## config.mk

```make
export PLATFORM = sky130hd
export DESIGN_NAME = dispatch_sequencer
export DESIGN_NICKNAME = d
export VERILOG_FILES = /design/src/design/dispatch_pkg.sv /design/src/design/dispatch_sequencer.sv
export SDC_FILE = /design/constraint.sdc
export NUM_CORES = 1
export LEC_CHECK = 0
export BUFFER_PORTS_ARGS = -buffer_cell sky130_fd_sc_hd__buf_2
export CAP_MARGIN = 25
export CORE_ASPECT_RATIO = 0.8
export CORE_MARGIN = 3
export CORE_UTILIZATION = 45
export DETAILED_ROUTE_END_ITERATION = 8
export PLACE_DENSITY_LB_ADDON = 0.08
export SYNTH_ARGS = -nofsm -noshare
export SYNTH_HDL_FRONTEND = slang
export SYNTH_SLANG_ARGS = --single-unit
```

## constraint.sdc

```tcl
create_clock -name clk_a -period 3.25 [get_ports clk_a]
set_input_delay 0.4875 -clock clk_a [delete_from_list [all_inputs] [get_ports clk_a]]
set_output_delay 0.4875 -clock clk_a [all_outputs]
set_load 0.05 [all_outputs]
```

## src/design/dispatch_pkg.sv

```systemverilog
// fixed 17-bit entry format with a 14-bit micro-PC; all enums are 2 bits wide
`default_nettype none

package dispatch_pkg;

   localparam int upc_width = 14;   // micro-PC width
   localparam int entry_width = 17; // one dispatch table entry

   // entry layout
   localparam int target_lsb = 0;   // target micro-PC in 13..0
   localparam int r_bit = 14;       // return flag
   localparam int p_bit = 15;       // push flag, gives a call
   localparam int n_bit = 16;       // inhibit flag, gives a skip

   // branch action handed to the micro-sequencer, decoded n > r > p > jump
   typedef enum logic [1:0]
   {
      act_jump   = 2'd0,
      act_call   = 2'd1,
      act_return = 2'd2,
      act_skip   = 2'd3
   } dispatch_action_e;

   // dispatch sequencer FSM
   typedef enum logic [1:0]
   {
      st_idle   = 2'd0,  // waiting for a request
      st_read   = 2'd1,  // port a read in progress
      st_result = 2'd2   // decode, then hold until taken
   } seq_state_e;

   // host side Wishbone FSM
   typedef enum logic [1:0]
   {
      wb_idle = 2'd0,
      wb_ack  = 2'd1     // single ack cycle
   } wb_state_e;

endpackage

`default_nettype wire

```

## src/design/dispatch_sequencer.sv

```systemverilog
// one request in flight; requester holds request fields while req_valid is high; width 0 acts as 1
`timescale 1ns/1ps
`default_nettype none

module dispatch_sequencer
#(
   parameter int addr_width = 11
)
(
   input  wire logic                                 clk_a,
   input  wire logic                                 reset,

   // dispatch request
   input  wire logic                                 req_valid,
   output logic                                      req_ready,
   input  wire logic [31:0]                          req_source,
   input  wire logic [4:0]                           req_rot,
   input  wire logic [2:0]                           req_width,
   input  wire logic [addr_width-1:0]                req_base,
   input  wire logic [dispatch_pkg::upc_width-1:0]   req_upc,

   // dispatch result
   output logic                                      res_valid,
   input  wire logic                                 res_ready,
   output dispatch_pkg::dispatch_action_e            res_action,
   output logic      [dispatch_pkg::upc_width-1:0]   res_target,
   output logic      [dispatch_pkg::upc_width-1:0]   res_link,

   // RAM port a
   output logic      [addr_width-1:0]                address_a,
   output logic                                      rden_a,
   input  wire logic [dispatch_pkg::entry_width-1:0] q_a
);

   dispatch_pkg::seq_state_e state;

   logic                                accept;
   logic [63:0]                         src_pair;
   logic [63:0]                         src_shifted;
   logic [addr_width-1:0]               field_bits;
   logic [2:0]                          eff_width;
   logic [addr_width-1:0]               field_mask;
   logic [addr_width-1:0]               next_addr;
   logic [addr_width-1:0]               addr_q;
   logic [dispatch_pkg::upc_width-1:0]  link_q;
   dispatch_pkg::dispatch_action_e      decoded_action;

   assign req_ready = (state == dispatch_pkg::st_idle);
   assign accept = req_valid && req_ready;

   // rotate right by doubling the word, then splice the field into the base
   always_comb
   begin
      src_pair = {req_source, req_source};
      src_shifted = src_pair >> req_rot;
      field_bits = src_shifted[addr_width-1:0];
      eff_width = (req_width == 3'd0) ? 3'd1 : req_width;       // 0 is read as 1
      field_mask = ~({addr_width{1'b1}} << eff_width);
      next_addr = (req_base & ~field_mask) | (field_bits & field_mask);
   end

   // n beats r beats p
   always_comb
   begin
      if (q_a[dispatch_pkg::n_bit])
      begin
         decoded_action = dispatch_pkg::act_skip;
      end
      else if (q_a[dispatch_pkg::r_bit])
      begin
         decoded_action = dispatch_pkg::act_return;
      end
      else if (q_a[dispatch_pkg::p_bit])
      begin
         decoded_action = dispatch_pkg::act_call;
      end
      else
      begin
         decoded_action = dispatch_pkg::act_jump;
      end
   end

   always_ff @(posedge clk_a)
   begin
      if (reset)
      begin
         state <= dispatch_pkg::st_idle;
         res_valid <= 1'b0;
      end
      else
      begin
         case (state)
            dispatch_pkg::st_idle:
               if (accept)
               begin
                  state <= dispatch_pkg::st_read;
               end
            dispatch_pkg::st_read:
               state <= dispatch_pkg::st_result;   // q_a lands on this edge
            dispatch_pkg::st_result:
               if (!res_valid)
               begin
                  res_valid <= 1'b1;               // capture edge
               end
               else if (res_ready)
               begin
                  res_valid <= 1'b0;
                  state <= dispatch_pkg::st_idle;
               end
            default:
               state <= dispatch_pkg::st_idle;
         endcase
      end
   end

   // payload registers
   always_ff @(posedge clk_a)
   begin
      if (accept)
      begin
         addr_q <= next_addr;
         link_q <= req_upc + 1'b1;                 // wraps at upc_width
      end
      if ((state == dispatch_pkg::st_result) && !res_valid)
      begin
         res_action <= decoded_action;
         res_target <= q_a[dispatch_pkg::target_lsb +: dispatch_pkg::upc_width];
      end
   end

   assign address_a = addr_q;
   assign rden_a = (state == dispatch_pkg::st_read);  // one cycle per request
   assign res_link = link_q;

   // result is frozen while the consumer stalls
   assert property (@(posedge clk_a) disable iff (reset)
      (res_valid && !res_ready) |=>
         (res_valid && $stable(res_action) && $stable(res_target) && $stable(res_link)))
   else $error("dispatch_sequencer: result changed while res_ready was low");

endmodule

`default_nettype wire

```

; After elaboration in Yosys (flattened, before gate mapping)
; Cells that the tools add are included.
[totals]
mem_bits_rw = 0
ff_bits = 44
memories = 0
latch_bits = 0
romBits = 0
elab_cells = 36
inputBits = 86
output_inout_bits = 44
[classes]
n_mul = 0
n_bitwise = 5
shift = 2
order_cmp = 0
n_eq_ne = 5
n_div = 0
add_sub_neg = 1
muxes = 9
reduce_logical = 7
[ops]
columns = op, count
row1 = 64-bit by 5-bit right shift with 11-bit output, 1
row2 = 11-bit bitwise AND, 2
row3 = 11-bit NOT, 2
row4 = 14-bit by 1-bit adder with 14-bit output (second input constant), 1
row5 = 11-bit bitwise OR, 1
row6 = 11-bit by 3-bit << shifter with 11-bit output (first input constant), 1
row7 = 2-bit 2-to-1 mux, 3
row8 = 2-bit case mux with 3 select lines, 1
row9 = 1-bit 2-to-1 mux, 4
row10 = 2-bit inequality test (second input constant), 2
row11 = 3-bit logical NOT, 1
row12 = 3-bit 2-to-1 mux, 1
row13 = 3-bit AND reduction, 1
row14 = 2-bit by 1-bit equality test with 1-bit output (second input constant), 1
row15 = 2-bit equality test (second input constant), 1
row16 = 1-bit logical AND, 2
row17 = 2-bit logical NOT, 1
row18 = 2-bit by 1-bit inequality test with 1-bit output (second input constant), 1
row19 = 2-bit OR reduction, 1
row20 = 1-bit logical NOT, 1

; Longest topological paths before layout
; Gate-level depths: netlist of the first run.
[logic_depth]
ltp_word = 7
depth_mapped = 8

; Worst setup path after synthesis of the first run
; OpenSTA, ideal clock, no wires.
[synth_path]
path_kind = input port to flip-flop
start = in req_rot[1]
end = reg addr_q[1] (netlist: address_a[1]) (data pin)
arrival_time_ns = 1.945
path_slack_ns = 1.043
path_stages = 7
setup_time_ns = 0.261
n_path_buf = 2
cell_sequence = buf_6 -> buf_12 -> mux2_4 -> mux4_2 -> o2bb2ai_1 -> nor4_1 -> nor2_1
[synth_via]
elab_chain_len = 3
[synth_lines]
columns = element, line
row1 = "start, declared", dispatch_sequencer.sv:17  ; input wire logic [4:0] req_rot,
row2 = 64-bit by 5-bit right shift with 11-bit output, dispatch_sequencer.sv:55  ; src_shifted = src_pair >> req_rot;
row3 = 11-bit bitwise AND, dispatch_sequencer.sv:59  ; next_addr = (req_base & ~field_mask) | (field_bits & field_mask);
row4 = 11-bit bitwise OR, dispatch_sequencer.sv:59
row5 = named net next_addr[1], dispatch_sequencer.sv:43  ; logic [addr_width-1:0] next_addr;
row6 = "end signal, assigned", dispatch_sequencer.sv:121  ; addr_q <= next_addr;
row7 = "end, declared", dispatch_sequencer.sv:44  ; logic [addr_width-1:0] addr_q;
; The timed path passes the listed nets, and every way through them passes these cells.
; A chain may end at the register's enable or synchronous reset.

; Worst setup path after layout of the first run
[layout_path]
start = in req_rot[1]
end = reg addr_q[6] (netlist: address_a[6]) (data pin)
; The elaborated chain is that of the path after synthesis.

==> flow_summary_export.csv, run 1 <==
group,metric,value,unit
run_status,status,"complete, no violations",
route,ant_nets,0,
worst_setup_path,max_stage_delay,590,ps
timing,setup_tns,0,ps
timing,finalCriticalPeriod,2450,ps
floorplan,dieArea,8040,um2
logic_synthesis,synth_edf_count,41,
timing,worstMarginPinSlew,790,ps
finish,fin_cells,470,
floorplan,die_h,80.8,um
floorplan,ioPinCount,130,
worst_setup_path,r2r_cells,3,
cts,cts_buffer_depth,2,
cts,numCtsBuffers,5,
cts,path_clk_slew,80,ps
placed_design,gp_congestion,0.892,
timing,slew_viol_final,0,
route,totalWireLength,8.20,mm
logic_synthesis,synth_area_leaders,"edfxtp_1, mux4_2, mux2i_1",
timing,fmax,408,MHz
power_and_ir_drop,vdd.ir_drop.worst,229,uV
worst_setup_path,crit_slowest_cell,"mux4_1",
logic_synthesis,seq_area_frac_synth,41.0,%
logic_synthesis,synth_area_leader_cell,"edfxtp_1",
logic_synthesis,synth_area_per_cell,11.9,um2
worst_setup_path,required,3280,ps
global_routing,grt_pass1_wl,12.7,mm
timing,hold_violations,0,
cts,postCtsSetupBuffers,0,
finish,antennaDiodeCount,0,
global_routing,grt.total_usage,20.2,%
finish,syn2layout_area_growth,24.2,%
route,drt_first_pass_iters,4,
finish,fin_nets,472,
power_and_ir_drop,power.leakage,0.00168,uW
route,wire_per_inst,17.4,um
floorplan,die_w,99.5,um
logic_synthesis,synthArstFlopShare,0,%
logic_synthesis,synth_seq_cells,44,
finish,drive_gt1_share,45.6,%
cts,holdBufCountCts,0,
floorplan,core_region_area,6570,um2
cts,htreeDepth,2,
cts,tritoncts,"yes",
floorplan,start_util,47.9,%
cts,root_buffer,"clkbuf_8",
worst_setup_path,endpoint_kind,"register",
cts,cts.repair.resized,0,
logic_synthesis,synth_top_cell_area_share,39.1,%
logic_synthesis,synthFlopType,"edfxtp_1",
logic_synthesis,netlist-cell-type-count,45,
worst_setup_path,worstPathMaxFanout,23,
placed_design,dp_hpwl,6.63,mm
global_routing,grt_remaining_overflow,0,
worst_setup_path,crit_type,"in2reg",
worst_setup_path,cp-start-kind,"input pin",
worst_setup_path,path_cells,"buf_2 -> buf_12 -> mux4_1 -> nand3_1 -> o311ai_0 -> a211oi_1 -> o41ai_1",
worst_hold_path,hold_depth,1,
floorplan,rows,26,
timing,max_slew_margin,47.3,%
placed_design,portBuffers,128,
global_routing,grt_pass1_vias,2456,
logic_synthesis,yosysWarnings,0,
timing,finalSetupViolCount,0,
route,num_vias,2625,
flow_run,maxCapViolations,0,
global_routing,grt_max_degree,43,
global_routing,antenna_found_initial,0,
worst_hold_path,hold_class,"in2reg",
timing,fin_crit_sh,75.4,%
logic_synthesis,synth_common_cells,"edfxtp_1, mux2i_1, nor2_1, mux4_2, nand2_1",
placed_design,placed_cells,462,
route,drt_iter0_drc,160,
logic_synthesis,synth_most_common_cell,"edfxtp_1",
timing,rsz0062_at_grt,"no",
route,via_per_inst,5.59,
route,drc,0,
power_and_ir_drop,p_per_area,383,nW/um2
worst_setup_path,crit_arrival,2480,ps
cts,cts_sinks,44,
timing,fin_worst_skew,8.11,ps
logic_synthesis,syn-cell-area,3150,um2
logic_synthesis,synth_nets,351,
logic_synthesis,synth_cells,264,
cts,clk_latency,290,ps
==> worst max-delay path, delay by kind of cell <==
family / cells / cell delay (ps)
buffers and inverters: 2 / 690
muxes: 1 / 590
AOI/OAI and AO/OA: 3 / 570
and+or+nand+nor: 1 / 120
==> per-stage QoR <==
| step | utilization (%) | power (uW) | worst slack (ps) | hold slack, ps | area, um2 |
|---|---|---|---|---|---|
| 4_1_cts | 59.5 | 1510 | 810 | 357 | 3910 |
| 6_report | 59.5 | 1500 | 800 | 368 | 3910 |
| 5_1_grt | 59.5 | 1580 | 670 | 345 | 3910 |
| 3_3_place_gp | 58.2 | 1170 | 526 | 471 | 3820 |
| 2_1_floorplan | - | 1040 | 1040 | 470 | 3150 |
| 3_5_place_dp | 58.2 | 1180 | 522 | 484 | 3820 |
==> sequential cells by signal, indices dropped and copies added, names as in the netlist <==
signal      flops
address_a      11
res_action      2
res_link       14
res_target     14
res_valid       1
state           2
==> final timing paths <==
| kind | from | end | slack (ps) |
|---|---|---|---|
| max | req_rot[1] | address_a[6] | 800 |
| min | req_base[10] | address_a[10] | 370 |
| max reg2reg | state[1] | res_link[1] | 2010 |
| min reg2reg | res_valid | res_valid | 490 |
==> area by class of cell <==
| cell class | count | area (um2) |
|---|---|---|
| clock inverters | 2 | 12.5 |
| well taps | 84 | 105 |
| fillers | 599 | 2660 |
| flip-flops and latches | 44 | 1290 |
| inverters | 6 | 22.5 |
| repair buffers | 133 | 691 |
| clock buffers | 6 | 72.6 |
| multi-input cells | 195 | 1710 |
==> per-layer routing <==
layer  routed length, um  vias to the layer above  track usage (%)  part of all wire (%)
met3                 845                        0             5.49                    10
met2                3750                      136             30.9                    46
met4                   0                        0             2.46                     0
li1                    -                     1267                -                     -
met1                3600                     1222             29.8                    44
met5                   0                        -                0                     0
==> where the power goes <==
| group | leakage [uW] | total (uW) | internal, uW | switching [uW] |
|---|---|---|---|---|
| registers | 0.000409 | 675 | 666 | 8.89 |
| clock network | 0.0000412 | 326 | 150 | 176 |
| logic | 0.00123 | 497 | 183 | 313 |
==> cells by family after synthesis <==
group                    Yosys count  share of synthesized area (%)
adder cells (fa/ha/maj)            1                          0.398
flip-flops                        44                           41.0
XOR/XNOR                          12                           3.34
AND/OR/NAND/NOR                   78                           11.7
multiplexers                      72                           31.8
buffers and inverters             25                           4.49
AO/OA/AOI/OAI                     32                           7.24
==> cells in the final DEF (no fill, tap or decap), drive strengths merged, types with 2 or more instances in the layout <==
| master | synthesis | routed |
|---|---|---|
| buf | 10 | 133 |
| edfxtp | 41 | 41 |
| mux2i | 34 | 34 |
| nor2 | 22 | 22 |
| mux4 | 19 | 19 |
| mux2 | 19 | 19 |
| nand2 | 18 | 18 |
| nand3 | 11 | 11 |
| a21oi | 9 | 9 |
| xnor2 | 8 | 8 |
| nor3 | 8 | 8 |
| inv | 6 | 6 |
| clkbuf | 9 | 6 |
| xor2 | 4 | 4 |
| and3 | 4 | 4 |
| nand2b | 3 | 3 |
| o21ai | 3 | 3 |
| nor4 | 3 | 3 |
| nor2b | 3 | 3 |
| a211oi | 3 | 3 |
| o41ai | 3 | 3 |
| dfxtp | 3 | 3 |
| o311ai | 2 | 2 |
| a2111oi | 2 | 2 |
| or3 | 2 | 2 |
| and2 | 2 | 2 |
| a21o | 2 | 2 |
Note: power is estimated with default switching activity, not from simulation.
==> inputs of run 2 (changes only) <==
--- a/config.mk
+++ b/config.mk
@@ -9,7 +9,7 @@
 export CAP_MARGIN = 25
 export CORE_ASPECT_RATIO = 0.8
 export CORE_MARGIN = 3
-export CORE_UTILIZATION = 45
+export CORE_UTILIZATION = 44
 export DETAILED_ROUTE_END_ITERATION = 8
 export PLACE_DENSITY_LB_ADDON = 0.08
 export SYNTH_ARGS = -nofsm -noshare
==> constraint.sdc (replaced) <==
create_clock -name clk_a -period 2.2 [get_ports clk_a]
set_input_delay 0.33 -clock clk_a [delete_from_list [all_inputs] [get_ports clk_a]]
set_output_delay 0.33 -clock clk_a [all_outputs]
set_load 0.05 [all_outputs]
==> flow_summary_export.csv, run 2 (synthesis gave the netlist of run 1 again) <==
group,metric,value,unit
route,num_vias,2695,
cts,htreeDepth,2,
finish,fin_nets,498,
timing,fmax,497,MHz
cts,path_clk_slew,90,ps
global_routing,grt.total_usage,20.7,%
floorplan,dieArea,8210,um2
floorplan,die_h,81.6,um
worst_setup_path,required,2250,ps
route,met3_wirelength,907,um
cts,cts_sinks,44,
placed_design,gp_congestion,0.874,
route,drt_first_pass_iters,5,
worst_setup_path,endpoint_kind,"register",
floorplan,rows,26,
worst_setup_path,r2r-end,"res_link[1]",
cts,holdBufCountCts,0,
power_and_ir_drop,total_power,2280,uW
floorplan,core_region_area,6670,um2
finish,mostFrequentLayoutCell,"buf_2",
worst_hold_path,hold_start,"req_base[8]",
worst_setup_path,crit_type,"in2reg",
route,via_per_inst,5.43,
worst_hold_path,hold_class,"in2reg",
floorplan,start_util,47.2,%
route,met1Wirelength,3.77,mm
worst_setup_path,r2r_cells,3,
finish,n_fill_cell,577,
global_routing,grt_max_degree,23,
floorplan,die_w,101,um
timing,hold_violations,0,
timing,fin_hold_ws,200,ps
finish,drive_gt1_share,49.3,%
route,top_layer,"met4",
power_and_ir_drop,vdd.ir_drop.worst,368,uV
finish,antennaDiodeCount,0,
cts,postCtsSetupBuffers,0,
timing,finalSetupViolCount,0,
timing,fin_crit_sh,91.5,%
floorplan,ioPinCount,130,
global_routing,antenna_found_initial,0,
placed_design,dp_hpwl,6.96,mm
power_and_ir_drop,power.leakage,0.00182,uW
timing,finalCriticalPeriod,2010,ps
route,totalWireLength,8.60,mm
timing,rsz0062_at_grt,"no",
route,ant_nets,0,
worst_setup_path,worstPathMaxFanout,21,
worst_setup_path,reg2reg_slack,780,ps
worst_setup_path,timing.rr.start,"state[1]",
run_status,status,"complete, no violations",
timing,max_slew_margin,66.5,%
global_routing,grt_remaining_overflow,0,
cts,cts_buffer_depth,2,
timing,fin_worst_skew,9.32,ps
route,met2_length,3.82,mm
flow_run,maxCapViolations,0,
route,drc,0,
route,wire_per_inst,17.3,um
cts,tritoncts,"yes",
power_and_ir_drop,p_per_area,553,nW/um2
finish,syn2layout_area_growth,30.9,%
cts,cts.repair.resized,0,
timing,slew_viol_final,0,
worst_setup_path,cp-start-kind,"input pin",
global_routing,grt_pass1_wl,13.1,mm
placed_design,portBuffers,128,
cts,root_buffer,"clkbuf_8",
route,drt_iter0_drc,122,
timing,worstMarginPinSlew,497,ps
worst_setup_path,crit_arrival,2060,ps
cts,numCtsBuffers,5,
worst_hold_path,hold_depth,1,
global_routing,grt_pass1_vias,2631,
cts,clk_latency,300,ps
finish,layout_common_cells,"buf_2, edfxtp_1, mux2i_1, buf_4, nor2_1",
worst_hold_path,min_to,"address_a[8]",
## run 2: cell count changes in the layout (fill, tap and decap cells not counted)
cell,delta
clkinv_4,+1
clkbuf_1,-1
buf_12,+1
clkinv_2,+1
buf_4,+25
clkinvlp_4,-1
## run 2: worst max path at each step
stage	cells past startpoint	slack, ps	from	end
after floorplan	2	50	state[1]	address_a[0]
after global placement	8	-110	req_rot[1]	address_a[2]
after detailed placement	7	-120	req_rot[1]	address_a[4]
after CTS	7	210	req_rot[1]	address_a[4]
after global routing	9	130	req_rot[1]	address_a[3]
final	7	190	req_rot[1]	address_a[4]
## run 2: power breakdown
part | internal (uW) | switching, uW
clock | 222 | 283
combinational | 306 | 471
sequential | 984 | 13.0
## run 2: final cells by class
type	instances	area, um2	share of cell area, %
sequential	44	1290	31.3
multi-input combinational	195	1710	41.6
inverter	6	22.5	0.547
tap	84	105	2.55
clock buffer	5	68.8	1.67
clock inverter	3	18.8	0.456
timing repair buffer	159	898	21.8
## run 2: stage by stage
step	setup TNS (ps)	instance area [um2]	utilization [%]	instances	worst slack, ps
final	0	4120	61.8	496	186
after global routing	0	4120	61.8	496	131
after CTS	0	4120	61.8	496	206
after global placement	-414	4030	60.5	488	-107
after floorplan	0	3150	-	264	55.0
after detailed placement	-417	4030	60.5	488	-118
## run 2: metal layers
layer  GRT usage (%)  vias to the layer above
li1                -                     1320
met1            29.2                     1257
met2            30.9                      109
met3            6.96                        9
met4            5.25                        0
met5               0                        -
## run 2: worst max-delay path, stage by stage
cell and delay [ps]:
buf_2 100, buf_12 170, mux2_2 370, mux4_2 510, nor2_1 110, a2111oi_0 60
a2111o_1 400
